**config.mk**
```make
export PLATFORM = sky130hd
export DESIGN_NAME = alu_top
export DESIGN_NICKNAME = d
export VERILOG_FILES = /design/src/logic/alu_pkg.sv /design/src/logic/alu_exec_if.sv /design/src/logic/alu_cond_eval.sv /design/src/logic/alu_datapath.sv /design/src/logic/alu_decode.sv /design/src/logic/alu_result_reg.sv /design/src/logic/alu_top.sv
export VERILOG_INCLUDE_DIRS = /design/src /design/src/include
export SDC_FILE = /design/constraint.sdc
export NUM_CORES = 1
export LEC_CHECK = 0
export BUFFER_PORTS_ARGS = -buffer_cell sky130_fd_sc_hd__buf_2
export CAP_MARGIN = 0
export CORE_MARGIN = 2
export CORE_UTILIZATION = 60
export CTS_BUF_LIST = sky130_fd_sc_hd__clkbuf_4 sky130_fd_sc_hd__clkbuf_8
export DETAILED_ROUTE_END_ITERATION = 6
export MAX_ROUTING_LAYER = met4
export PLACE_DENSITY = 0.82
export SLEW_MARGIN = 10
export SYNTH_ARGS = -nofsm -noshare
export SYNTH_HDL_FRONTEND = slang
export SYNTH_SLANG_ARGS = --single-unit
```
**constraint.sdc**
```tcl
create_clock -name clk -period 8.7 [get_ports clk]
set_clock_uncertainty 0.2 [all_clocks]
set_input_delay 0.435 -clock clk [delete_from_list [all_inputs] [get_ports clk]]
set_output_delay 0.435 -clock clk [all_outputs]
set_load 0.05 [all_outputs]
```
**src/include/alu_defines.svh**
```systemverilog
`ifndef ALU_DEFINES_SVH
`define ALU_DEFINES_SVH

// operand and result width
`define ALU_DATA_W 16

// flag vector width, v n c z
`define ALU_FLAG_W 4

// branch condition code width
`define ALU_COND_W 4

// opcode width as seen on alu_control
`define ALU_OP_W 8

`endif

```
**src/logic/alu_pkg.sv**
```systemverilog
`default_nettype none

`include "alu_defines.svh"

package alu_pkg;

    // opcodes, values fixed by the instruction encoding
    typedef enum logic [`ALU_OP_W-1:0] {
        OP_ADD  = 8'h00,
        OP_SUB  = 8'h01,
        OP_ADC  = 8'h02,
        OP_SBB  = 8'h03,
        OP_CMP  = 8'h04,
        OP_MOV  = 8'h05,
        OP_AND  = 8'h06,
        OP_OR   = 8'h07,
        OP_XOR  = 8'h08,
        OP_NOT  = 8'h09,
        OP_NEG  = 8'h0a,
        OP_SHL  = 8'h0b,
        OP_SHR  = 8'h0c,
        OP_SAR  = 8'h0d,
        OP_ROL  = 8'h0e,
        OP_TEST = 8'h0f,
        OP_SET  = 8'h10,
        OP_JMP  = 8'h11,
        OP_CALL = 8'h12,
        OP_LD   = 8'h13,
        OP_ST   = 8'h14
    } alu_op_e;

    // branch conditions, evaluated against incoming flags
    typedef enum logic [`ALU_COND_W-1:0] {
        COND_ALWAYS, COND_NEVER, COND_EQ, COND_NE,
        COND_CS,     COND_CC,    COND_OS, COND_OC,
        COND_P,      COND_N,     COND_HI, COND_LS,
        COND_GE,     COND_L,     COND_G,  COND_LE
    } alu_cond_e;

    // bit 3 down to bit 0
    typedef struct packed {
        logic v;
        logic n;
        logic c;
        logic z;
    } alu_flags_t;

endpackage

`default_nettype wire

```
**src/logic/alu_exec_if.sv**
```systemverilog
`timescale 1ns/10ps
`default_nettype none

`include "alu_defines.svh"

// values the result register loads on the next enabled edge
interface alu_exec_if;

    // bit 16 is the carry out
    logic [`ALU_DATA_W:0]   next_result;
    logic                   a_sign;
    // already inverted for subtracting ops
    logic                   b_sign;
    logic [`ALU_DATA_W-1:0] store_data;

    logic ov_op;
    logic write_n;
    logic branch_n;
    logic link_n;
    logic store_capture;

    modport datapath (output next_result, a_sign, b_sign, store_data);

    modport decode (output ov_op, write_n, branch_n, link_n, store_capture);

    modport sink (
        input next_result, a_sign, b_sign, store_data,
        input ov_op, write_n, branch_n, link_n, store_capture
    );

endinterface

`default_nettype wire

```
**src/logic/alu_cond_eval.sv**
```systemverilog
`timescale 1ns/10ps
`default_nettype none

module alu_cond_eval (
    input  alu_pkg::alu_flags_t flags_in,
    input  alu_pkg::alu_cond_e  condition,
    output logic                take
);

    always_comb begin
        take = 1'b0;
        case (condition)
            alu_pkg::COND_ALWAYS: take = 1'b1;
            alu_pkg::COND_NEVER:  take = 1'b0;
            alu_pkg::COND_EQ:     take = flags_in.z;
            alu_pkg::COND_NE:     take = ~flags_in.z;
            alu_pkg::COND_CS:     take = flags_in.c;
            alu_pkg::COND_CC:     take = ~flags_in.c;
            alu_pkg::COND_OS:     take = flags_in.v;
            alu_pkg::COND_OC:     take = ~flags_in.v;
            alu_pkg::COND_P:      take = ~flags_in.n;
            alu_pkg::COND_N:      take = flags_in.n;
            // unsigned compares
            alu_pkg::COND_HI:     take = ~flags_in.c & ~flags_in.z;
            alu_pkg::COND_LS:     take = flags_in.c | flags_in.z;
            // signed compares
            alu_pkg::COND_GE:     take = ~(flags_in.n ^ flags_in.v);
            alu_pkg::COND_L:      take = flags_in.n ^ flags_in.v;
            alu_pkg::COND_G:      take = ~flags_in.z & ~(flags_in.n ^ flags_in.v);
            alu_pkg::COND_LE:     take = flags_in.z | (flags_in.n ^ flags_in.v);
            default:              take = 1'b0;
        endcase
    end

endmodule

`default_nettype wire

```
**src/logic/alu_datapath.sv**
```systemverilog
`timescale 1ns/10ps
`default_nettype none

`include "alu_defines.svh"

module alu_datapath (
    input  alu_pkg::alu_op_e        op,
    input  logic                    en_imm,
    input  logic                    mem_displacement,
    input  logic [`ALU_DATA_W-1:0]  rd_data,
    input  logic [`ALU_DATA_W-1:0]  rs_data,
    input  logic [`ALU_DATA_W-1:0]  immediate,
    input  alu_pkg::alu_flags_t     flags_in,
    input  logic                    take,
    alu_exec_if.datapath            exec
);

    logic [`ALU_DATA_W-1:0]   a;
    logic [`ALU_DATA_W-1:0]   b;
    logic [`ALU_DATA_W:0]     a_ext;
    logic [`ALU_DATA_W:0]     b_ext;
    logic [`ALU_DATA_W:0]     c_ext;
    logic [`ALU_DATA_W-1:0]   sar_res;
    logic [2*`ALU_DATA_W-1:0] rol_wide;
    logic [`ALU_DATA_W-1:0]   jump_target;
    logic [`ALU_DATA_W-1:0]   mem_addr;
    logic                     subtract;

    // operand select
    assign a = rd_data;
    assign b = en_imm ? immediate : rs_data;

    // zero extended so bit 16 catches the carry or borrow
    assign a_ext = {1'b0, a};
    assign b_ext = {1'b0, b};
    assign c_ext = {{`ALU_DATA_W{1'b0}}, flags_in.c};

    assign sar_res     = $signed(a) >>> b[3:0];
    // upper half of the doubled word is the rotated value
    assign rol_wide    = {a, a} << b[3:0];
    assign jump_target = en_imm ? immediate : a;
    assign mem_addr    = mem_displacement ? (rs_data + immediate) : b;

    assign subtract = (op == alu_pkg::OP_SUB) || (op == alu_pkg::OP_SBB) ||
                      (op == alu_pkg::OP_CMP);

    always_comb begin
        case (op)
            alu_pkg::OP_ADD:  exec.next_result = a_ext + b_ext;
            alu_pkg::OP_SUB,
            alu_pkg::OP_CMP:  exec.next_result = a_ext - b_ext;
            alu_pkg::OP_ADC:  exec.next_result = a_ext + b_ext + c_ext;
            alu_pkg::OP_SBB:  exec.next_result = a_ext - b_ext - c_ext;
            alu_pkg::OP_MOV:  exec.next_result = b_ext;
            alu_pkg::OP_AND,
            alu_pkg::OP_TEST: exec.next_result = {1'b0, a & b};
            alu_pkg::OP_OR:   exec.next_result = {1'b0, a | b};
            alu_pkg::OP_XOR:  exec.next_result = {1'b0, a ^ b};
            alu_pkg::OP_NOT:  exec.next_result = {1'b0, ~a};
            alu_pkg::OP_NEG:  exec.next_result = {1'b0, -a};
            // full shift amount, large shifts clear the result
            alu_pkg::OP_SHL:  exec.next_result = a_ext << b;
            alu_pkg::OP_SHR:  exec.next_result = a_ext >> b;
            alu_pkg::OP_SAR:  exec.next_result = {1'b0, sar_res};
            alu_pkg::OP_ROL:  exec.next_result = {1'b0, rol_wide[2*`ALU_DATA_W-1:`ALU_DATA_W]};
            alu_pkg::OP_SET:  exec.next_result = {{`ALU_DATA_W{1'b0}}, take};
            alu_pkg::OP_JMP,
            alu_pkg::OP_CALL: exec.next_result = {1'b0, jump_target};
            alu_pkg::OP_LD,
            alu_pkg::OP_ST:   exec.next_result = {1'b0, mem_addr};
            default:          exec.next_result = '0;
        endcase
    end

    // signs for the overflow check in the result register
    assign exec.a_sign = a[`ALU_DATA_W-1];
    assign exec.b_sign = subtract ? ~b[`ALU_DATA_W-1] : b[`ALU_DATA_W-1];

    assign exec.store_data = rd_data;

endmodule

`default_nettype wire

```
**src/logic/alu_decode.sv**
```systemverilog
`timescale 1ns/10ps
`default_nettype none

module alu_decode (
    input  alu_pkg::alu_op_e op,
    input  logic             take,
    alu_exec_if.decode       exec
);

    // overflow is only meaningful for the add and subtract family
    always_comb begin
        case (op)
            alu_pkg::OP_ADD,
            alu_pkg::OP_SUB,
            alu_pkg::OP_ADC,
            alu_pkg::OP_SBB,
            alu_pkg::OP_CMP: exec.ov_op = 1'b1;
            default:         exec.ov_op = 1'b0;
        endcase
    end

    // ops that only set flags, move control flow or write memory
    always_comb begin
        case (op)
            alu_pkg::OP_CMP,
            alu_pkg::OP_TEST,
            alu_pkg::OP_ST,
            alu_pkg::OP_JMP,
            alu_pkg::OP_CALL: exec.write_n = 1'b0;
            default:          exec.write_n = 1'b1;
        endcase
    end

    always_comb begin
        exec.branch_n = 1'b0;
        exec.link_n   = 1'b0;
        case (op)
            alu_pkg::OP_JMP: begin
                exec.branch_n = take;
            end
            alu_pkg::OP_CALL: begin
                // taken call also saves the return address
                exec.branch_n = take;
                exec.link_n   = take;
            end
            default: begin
                exec.branch_n = 1'b0;
                exec.link_n   = 1'b0;
            end
        endcase
    end

    assign exec.store_capture = (op == alu_pkg::OP_ST);

endmodule

`default_nettype wire

```
**src/logic/alu_result_reg.sv**
```systemverilog
`timescale 1ns/10ps
`default_nettype none

`include "alu_defines.svh"

module alu_result_reg (
    input  logic                   clk,
    input  logic                   rst_n,
    input  logic                   en,
    alu_exec_if.sink               exec,
    output logic [`ALU_DATA_W-1:0] result,
    output alu_pkg::alu_flags_t    flags_out,
    output logic                   write,
    output logic                   should_branch,
    output logic                   lr_wr_en,
    output logic [`ALU_DATA_W-1:0] mem_data
);

    logic [`ALU_DATA_W:0]   result_q;
    logic                   ov_q;
    logic [`ALU_DATA_W-1:0] mem_data_q;
    logic                   ov_next;

    // same sign operands giving a result of the other sign
    assign ov_next = exec.ov_op && (exec.a_sign == exec.b_sign) &&
                     (exec.a_sign != exec.next_result[`ALU_DATA_W-1]);

    always_ff @(posedge clk) begin
        if (!rst_n) begin
            result_q      <= '0;
            ov_q          <= 1'b0;
            write         <= 1'b0;
            should_branch <= 1'b0;
            lr_wr_en      <= 1'b0;
            mem_data_q    <= '0;
        end else if (en) begin
            result_q      <= exec.next_result;
            ov_q          <= ov_next;
            write         <= exec.write_n;
            should_branch <= exec.branch_n;
            lr_wr_en      <= exec.link_n;
            // store data only moves on ST
            if (exec.store_capture) begin
                mem_data_q <= exec.store_data;
            end
        end
    end

    assign result   = result_q[`ALU_DATA_W-1:0];
    assign mem_data = mem_data_q;

    // z, n, c follow the registered result
    assign flags_out.z = (result_q[`ALU_DATA_W-1:0] == '0);
    assign flags_out.n = result_q[`ALU_DATA_W-1];
    assign flags_out.c = result_q[`ALU_DATA_W];
    assign flags_out.v = ov_q;

endmodule

`default_nettype wire

```
**src/logic/alu_top.sv**
```systemverilog
`timescale 1ns/10ps
`default_nettype none

`include "alu_defines.svh"

module alu_top (
    input  logic                   clk,
    input  logic                   rst_n,
    input  logic                   en,
    input  logic [`ALU_OP_W-1:0]   alu_control,
    input  logic                   en_imm,
    input  logic [`ALU_DATA_W-1:0] rd_data,
    input  logic [`ALU_DATA_W-1:0] rs_data,
    input  logic [`ALU_DATA_W-1:0] immediate,
    input  logic [`ALU_COND_W-1:0] condition,
    input  logic [`ALU_FLAG_W-1:0] flags_in,
    input  logic                   mem_displacement,
    output logic [`ALU_DATA_W-1:0] result,
    output logic [`ALU_FLAG_W-1:0] flags_out,
    output logic                   write,
    output logic                   should_branch,
    output logic                   lr_wr_en,
    output logic [`ALU_DATA_W-1:0] mem_data
);

    alu_pkg::alu_op_e    op;
    alu_pkg::alu_cond_e  cond;
    alu_pkg::alu_flags_t flags_in_s;
    alu_pkg::alu_flags_t flags_q;
    logic                take;

    // raw buses onto package types
    assign op         = alu_pkg::alu_op_e'(alu_control);
    assign cond       = alu_pkg::alu_cond_e'(condition);
    assign flags_in_s = alu_pkg::alu_flags_t'(flags_in);

    alu_exec_if exec_bus ();

    alu_cond_eval u_cond_eval (
        .flags_in  (flags_in_s),
        .condition (cond),
        .take      (take)
    );

    alu_decode u_decode (
        .op   (op),
        .take (take),
        .exec (exec_bus.decode)
    );

    alu_datapath u_datapath (
        .op               (op),
        .en_imm           (en_imm),
        .mem_displacement (mem_displacement),
        .rd_data          (rd_data),
        .rs_data          (rs_data),
        .immediate        (immediate),
        .flags_in         (flags_in_s),
        .take             (take),
        .exec             (exec_bus.datapath)
    );

    // single pipeline stage for every output
    alu_result_reg u_result_reg (
        .clk           (clk),
        .rst_n         (rst_n),
        .en            (en),
        .exec          (exec_bus.sink),
        .result        (result),
        .flags_out     (flags_q),
        .write         (write),
        .should_branch (should_branch),
        .lr_wr_en      (lr_wr_en),
        .mem_data      (mem_data)
    );

    assign flags_out = flags_q;

endmodule

`default_nettype wire

```
======== After elaboration in Yosys (flattened, before gate mapping) ========
Index checks and enable logic that the tools add are counted.
operators by class
  add/sub/neg operators ................... 6
  $mul .................................... 0
  div/mod/pow operators ................... 0
  order comparisons ....................... 0
  eq/ne operators ......................... 37
  shift operators ......................... 4
  muxes and demuxes ....................... 10
  bitwise logic cells ..................... 15
  reduce and logical (&&, ||, !) cells .... 14
operators by type and width
  cell                count
  $pmux 17 s17        1
  $eq 8x4->1 const B  8
  $mux 16             3
  $eq 8x5->1 const B  5
  $eq 4x4->1 const B  8
  $eq 8x3->1 const B  4
  $shl 32x4->32       1
  $add 16x16->17      1
  $add 17x1->17       1
  $shl 16x16->17      1
  $shr 16x16->17      1
  $sub 16x16->17      1
  $sub 17x1->17       1
  $add 16x16->16      1
  $and 16x16->16      1
  $eq 4x3->1 const B  4
  $eq 8x2->1 const B  2
  $logic_not 16->1    1
  $neg 16->16         1
  $not 16->16         1
  $or 16x16->16       1
  $pmux 1 s16         1
  $sshr 16x4->16      1
  $xor 16x16->16      1
  17 further kinds    35
word-level totals
  flip-flop bits (word level) ............. 37
  latch bits .............................. 0
  bits in writable memories ............... 0
  ROM bits ................................ 0
  bits of input ports ..................... 69
  output and inout port bits .............. 39
  word-level logic and storage cells ...... 92
  memories kept ........................... 0

======== Depth between registers and ports, before layout ========
  depth after elaboration ................. 7
  depth in mapped cells ................... 18
  depth with buffers taken out ............ 14

======== Hierarchy ========
Synthesis repeated with hierarchy kept, for this count alone.
second synthesis, totals
  cell total of the unflattened synthesis .. 1322
  area total of the unflattened synthesis .. 9465.3 µm²
modules (own cells, without submodules)
  module          times used  cells each  area an instance (µm²)  seq. area each (µm²)
  alu_datapath    1           1136        7696.1                  0.0
  alu_result_reg  1           150         1510.2                  740.7
  alu_cond_eval   1           18          131.4                   0.0
  alu_decode      1           18          127.6                   0.0

======== Least setup slack after synthesis ========
Ideal clock, no wire load.
  kind .................................... input -> register
  from .................................... in en_imm
  to ...................................... reg u_result_reg.ov_q
  setup time .............................. 0.062 ns
  arrival ................................. 4.760 ns
  data required time ...................... 8.438 ns
  path slack .............................. 3.678 ns
  stages .................................. 18
  buffers on the path ..................... 4
  path through ............................ buf_2 > mux2i_1 > inv_2 > buf_2 > buf_2 > clkbuf_1 > ha_1 > fa_1 > o21bai_1 > o21ai_0 > o41a_1 > o31a_1 > nand2b_1 > or3_1 > nor4_2 > o31ai_2 > or4_1 > nand3_1
between the ends
  longest elaborated chain between the ends .. 6
  elaborated cells on any way between the ends .. 21
  those cells by class .................... 4 x add/sub; 2 x eq/ne; 4 x shift; 5 x mux; 4 x bitwise; 2 x reduce/logical
RTL lines
  item                                             RTL line                                    text
  start, declared                                  alu_top.sv:11                               input logic en_imm,
  $mux 16                                          alu_datapath.sv:31                          assign b = en_imm ? immediate : rs_data;
  $sub 16x16->17 (tied with other cells)           alu_datapath.sv:51, alu_datapath.sv:53
  $sub 17x1->17 (tied with other cells)            alu_datapath.sv:53                          alu_pkg::OP_SBB: exec.next_result = a_ext - b_ext - c_ext;
  $pmux 17 s17 or $eq 1x1->1 (tied branches)       alu_datapath.sv:48, alu_result_reg.sv:25
  $ne 1x1->1 or $logic_and 1x1->1 (tied branches)  alu_result_reg.sv:26, alu_result_reg.sv:25
  $logic_and 1x1->1 (*)                            alu_result_reg.sv:25                        assign ov_next = exec.ov_op && (exec.a_sign == exec.b_sign) &&
  end signal, assigned                             alu_result_reg.sv:38                        ov_q <= ov_next;
  end, declared                                    alu_result_reg.sv:20                        logic ov_q;
Every way passes the cells marked *; elsewhere a longest branch is shown, timed or not.
A chain may end at the register's enable or synchronous reset.

======== Final worst setup path ========
Same ends and word-level chain as after synthesis.

==> metrics.txt <==
# TYPE chip_impl_metric gauge
chip_impl_info{name="run_status",value="completed"} 1
chip_impl_metric{name="synth_seq_cells",unit=""} 37
chip_impl_metric{name="mappedNetlistNets",unit=""} 1477
chip_impl_metric{name="std_cell_rows",unit=""} 45
chip_impl_metric{name="path_max_fanout",unit=""} 37
chip_impl_info{name="setup.worst_path.class",value="in -> reg"} 1
chip_impl_metric{name="dr_total_vias",unit=""} 11500
chip_impl_info{name="cts.root.buffer_cell",value="sky130_fd_sc_hd__clkbuf_8"} 1
chip_impl_metric{name="routedWlPerCell",unit="um"} 26.1
chip_impl_metric{name="cts-hold-fix-buffers",unit=""} 0
chip_impl_metric{name="postCtsResizedCells",unit=""} 0
chip_impl_info{name="layout_common_cells",value="124 x sky130_fd_sc_hd__nand2_1, 120 x sky130_fd_sc_hd__nor2_1, 107 x sky130_fd_sc_hd__buf_2, 103 x sky130_fd_sc_hd__a21oi_1, 96 x sky130_fd_sc_hd__o21ai_0"} 1
chip_impl_metric{name="die_height",unit="um"} 127
chip_impl_info{name="critPathLaunchType",value="primary input"} 1
chip_impl_metric{name="synth_cells",unit=""} 1335
chip_impl_metric{name="top_area_cell_type_share_of_the_netlist_area",unit="%"} 9.61
chip_impl_metric{name="cts_inserted_buffers",unit=""} 5
chip_impl_metric{name="finalCoreUtilization",unit="%"} 65.0
chip_impl_metric{name="hold_path_depth",unit=""} 2
chip_impl_metric{name="chipWidth",unit="um"} 127
chip_impl_metric{name="grt-ovfl-total",unit=""} 0
chip_impl_metric{name="final_net_count",unit=""} 1514
chip_impl_metric{name="final_min_period_over_clock_period",unit="%"} 63.5
chip_impl_metric{name="synthDistinctLibCells",unit=""} 85
chip_impl_metric{name="crit_required",unit="ps"} 8750
chip_impl_info{name="worst_hold_path_type",value="reg -> reg"} 1
chip_impl_metric{name="io_pins",unit=""} 108
chip_impl_metric{name="clk_latency",unit="ps"} 300
chip_impl_info{name="netlist_top_cells_area",value="sky130_fd_sc_hd__ha_1 9.6%, sky130_fd_sc_hd__dfxtp_1 8.1%, sky130_fd_sc_hd__mux2i_1 5.8%"} 1
chip_impl_metric{name="power_per_cell_area",unit="nW/um^2"} 99.5
chip_impl_metric{name="finalWeightedCongestion",unit=""} 1.11
chip_impl_info{name="tritoncts",value="yes"} 1
chip_impl_info{name="synth_area_leader_cell",value="sky130_fd_sc_hd__ha_1"} 1
chip_impl_metric{name="synth_async_sr_flop_share",unit="%"} 0
chip_impl_metric{name="dp.final_hpwl",unit="um"} 32000
chip_impl_info{name="worst_hold_path.endpoint",value="u_result_reg.should_branch$_SDFFE_PN0P_"} 1
chip_impl_metric{name="maxCapViolations",unit=""} 0
chip_impl_info{name="rsz_0062_raised_after_global_routing",value="false"} 1
chip_impl_metric{name="relSlewSlack",unit="%"} 21.3
chip_impl_metric{name="drt-pass1-iter-count",unit=""} 6
chip_impl_metric{name="final-hold-violation-count",unit=""} 0
chip_impl_metric{name="drt-total-wl",unit="um"} 40700
chip_impl_metric{name="grt_usage",unit="%"} 49.6
chip_impl_metric{name="clk_pin_slew_worst_paths",unit="ps"} 80
chip_impl_metric{name="final-instance-count-excl-fill",unit=""} 1561
chip_impl_metric{name="antenna_found_initial",unit=""} 0
chip_impl_metric{name="core",unit="um^2"} 15000
chip_impl_metric{name="ant_nets",unit=""} 0
chip_impl_metric{name="port_buffer_count",unit=""} 107
chip_impl_info{name="worstReg2RegStart",value="u_result_reg.result_q[14]$_SDFFE_PN0P_"} 1
chip_impl_metric{name="cts_max_path_buffers",unit=""} 2
chip_impl_metric{name="netlist_area",unit="um^2"} 9110
chip_impl_metric{name="initialDrtViolationCount",unit=""} 1851
chip_impl_metric{name="clk_sinks",unit=""} 37
chip_impl_metric{name="timing.final.crit_period",unit="ps"} 5530
chip_impl_metric{name="drc",unit=""} 0
chip_impl_metric{name="multi_input_comb_area",unit="um^2"} 7810
chip_impl_metric{name="grt_max_degree",unit=""} 43
chip_impl_info{name="worstSetupEndpointType",value="register"} 1
chip_impl_metric{name="routed_via_density",unit=""} 7.38
chip_impl_metric{name="max_clock_freq",unit="MHz"} 181
chip_impl_metric{name="place_inst",unit=""} 1553
chip_impl_metric{name="cellLeakagePower",unit="nW"} 3.97
chip_impl_metric{name="grt_pass1_vias",unit=""} 10200
chip_impl_metric{name="worstPathArrival",unit="ps"} 5580
chip_impl_metric{name="grt_first_pass_wirelength",unit="um"} 60100
chip_impl_metric{name="final.setup.tns",unit="ps"} 0
chip_impl_metric{name="timing.reg2reg.worst_path_depth",unit=""} 8
chip_impl_info{name="r2r-end",value="u_result_reg.result_q[14]$_SDFFE_PN0P_"} 1
chip_impl_metric{name="postCtsSetupRepairBufs",unit=""} 0
chip_impl_metric{name="regToRegSetupSlack",unit="ps"} 5760
chip_impl_metric{name="timing_max_transition_violations_final",unit=""} 0
chip_impl_metric{name="worst_pin_slew",unit="ps"} 1170
chip_impl_metric{name="post_synthesis_sequential_area_ratio",unit="%"} 8.13
chip_impl_metric{name="n_antenna_cell",unit=""} 0
chip_impl_metric{name="areaGrowthSynthToFinish",unit="%"} 7.21
chip_impl_metric{name="drive_above_1_share",unit="%"} 13.2
chip_impl_metric{name="seqCellArea",unit="um^2"} 741
chip_impl_metric{name="yosysWarnings",unit=""} 0
chip_impl_metric{name="initial_core_util",unit="%"} 60.6
chip_impl_info{name="hold_path.startpoint",value="u_result_reg.should_branch$_SDFFE_PN0P_"} 1
chip_impl_metric{name="syn_area_per_cell",unit="um^2"} 6.83
chip_impl_metric{name="worst_ir_drop_vdd",unit="mV"} 0.0725
chip_impl_metric{name="htree_levels",unit=""} 2
chip_impl_metric{name="setup_viol",unit=""} 0
chip_impl_metric{name="hold-worst-slack",unit="ps"} 281
chip_impl_metric{name="floorplan.die_area",unit="um^2"} 16200
chip_impl_info{name="yosys_most_used_dff",value="sky130_fd_sc_hd__dfxtp_1"} 1
chip_impl_info{name="mostFrequentLayoutCell",value="sky130_fd_sc_hd__nand2_1"} 1
chip_impl_metric{name="synth-edff-count",unit=""} 0
chip_impl_metric{name="number_of_filler_instances_in_the_final_layout",unit=""} 1453
[critical path: stages]
cell                       delay, ps
sky130_fd_sc_hd__buf_2           780
sky130_fd_sc_hd__mux2i_4         780
sky130_fd_sc_hd__buf_4           390
sky130_fd_sc_hd__ha_1            430
sky130_fd_sc_hd__a211o_1         400
sky130_fd_sc_hd__nand2_1         130
sky130_fd_sc_hd__a211o_1         160
sky130_fd_sc_hd__a21oi_1         110
sky130_fd_sc_hd__o311ai_0        890
sky130_fd_sc_hd__nand4_1         180
sky130_fd_sc_hd__mux2_2          260
sky130_fd_sc_hd__nor2_1           60
sky130_fd_sc_hd__or4_1           470
sky130_fd_sc_hd__nand3_1          90
[worst max path at each step]
stage | from | to | slack, ps | depth (start not counted)
2_1_floorplan | en_imm | u_result_reg.ov_q$_SDFFE_PN0P_ | 3680 | 18
3_3_place_gp | en_imm | u_result_reg.ov_q$_SDFFE_PN0P_ | 3120 | 14
3_5_place_dp | en_imm | u_result_reg.ov_q$_SDFFE_PN0P_ | 3000 | 14
4_1_cts | en_imm | u_result_reg.ov_q$_SDFFE_PN0P_ | 3310 | 14
5_1_grt | en_imm | u_result_reg.result_q[16]$_SDFFE_PN0P_ | 2930 | 14
6_report | en_imm | u_result_reg.ov_q$_SDFFE_PN0P_ | 3170 | 14
[cells by family (layout without fill, tap and decap cells)]
family                   Yosys count  count (layout)  synth area share (%)
multiplexers                      64              64                  7.92
buffers and inverters            148             186                  6.64
AO/OA/AOI/OAI                    458             458                  33.6
XOR/XNOR                          65              65                  6.25
AND/OR/NAND/NOR                  490             490                  27.2
adder cells (fa/ha/maj)           73              73                  10.3
flip-flops                        37              37                  8.13
[metal layers]
metal	up-vias	global-route usage, %	routed length (um)
li1	5083	-	-
met1	5290	63.3	15600
met2	957	70.6	16000
met3	195	15.7	6330
met4	0	24.4	2750
met5	-	-	0
[synth_stat cells, drive strengths merged (8+ instances only)]
library cell,number
clkbuf,64
o2111ai,10
a21o,14
a2111oi,10
and2,10
nand2,124
a221oi,13
nor4,21
buf,33
o21ai,109
o22ai,24
nand3,40
inv,47
xnor2,46
dfxtp,37
ha,70
a22oi,9
a31oi,16
mux2i,53
nand4,20
nor2b,41
nor2,120
xor2,19
o211ai,25
nand2b,13
o21a,8
and3,18
o31ai,13
a211oi,25
a21oi,103
nor3,50
[state kept, by name (all words and copies together), names as in the netlist]
signal                      count
u_result_reg.lr_wr_en           1
u_result_reg.mem_data          16
u_result_reg.ov_q               1
u_result_reg.result_q          17
u_result_reg.should_branch      1
u_result_reg.write              1
[stage by stage]
| step | cell area, um^2 | worst slack, ps | power (mW) |
|---|---|---|---|
| 3_5_place_dp | 9660 | 3000 | 0.792 |
| 2_1_floorplan | 9110 | 3680 | 0.627 |
| 4_1_cts | 9770 | 3310 | 0.945 |
| 5_1_grt | 9770 | 2930 | 1.02 |
| 6_report | 9770 | 3170 | 0.973 |
| 3_3_place_gp | 9660 | 3120 | 0.787 |
[layout make-up]
cell class,count,share of cell area (%)
repair buffers,127,7.02
clock buffers,5,0.704
clock inverters,3,0.448
well taps,188,2.41
multi-input cells,1150,79.9
flip-flops and latches,37,7.58
inverters,51,1.96
[power by group]
part	internal [mW]	switching, mW
clock network	0.0859	0.0667
logic	0.218	0.427
registers	0.173	0.00240
total	0.477	0.496
(Power assumes the default switching activity.)
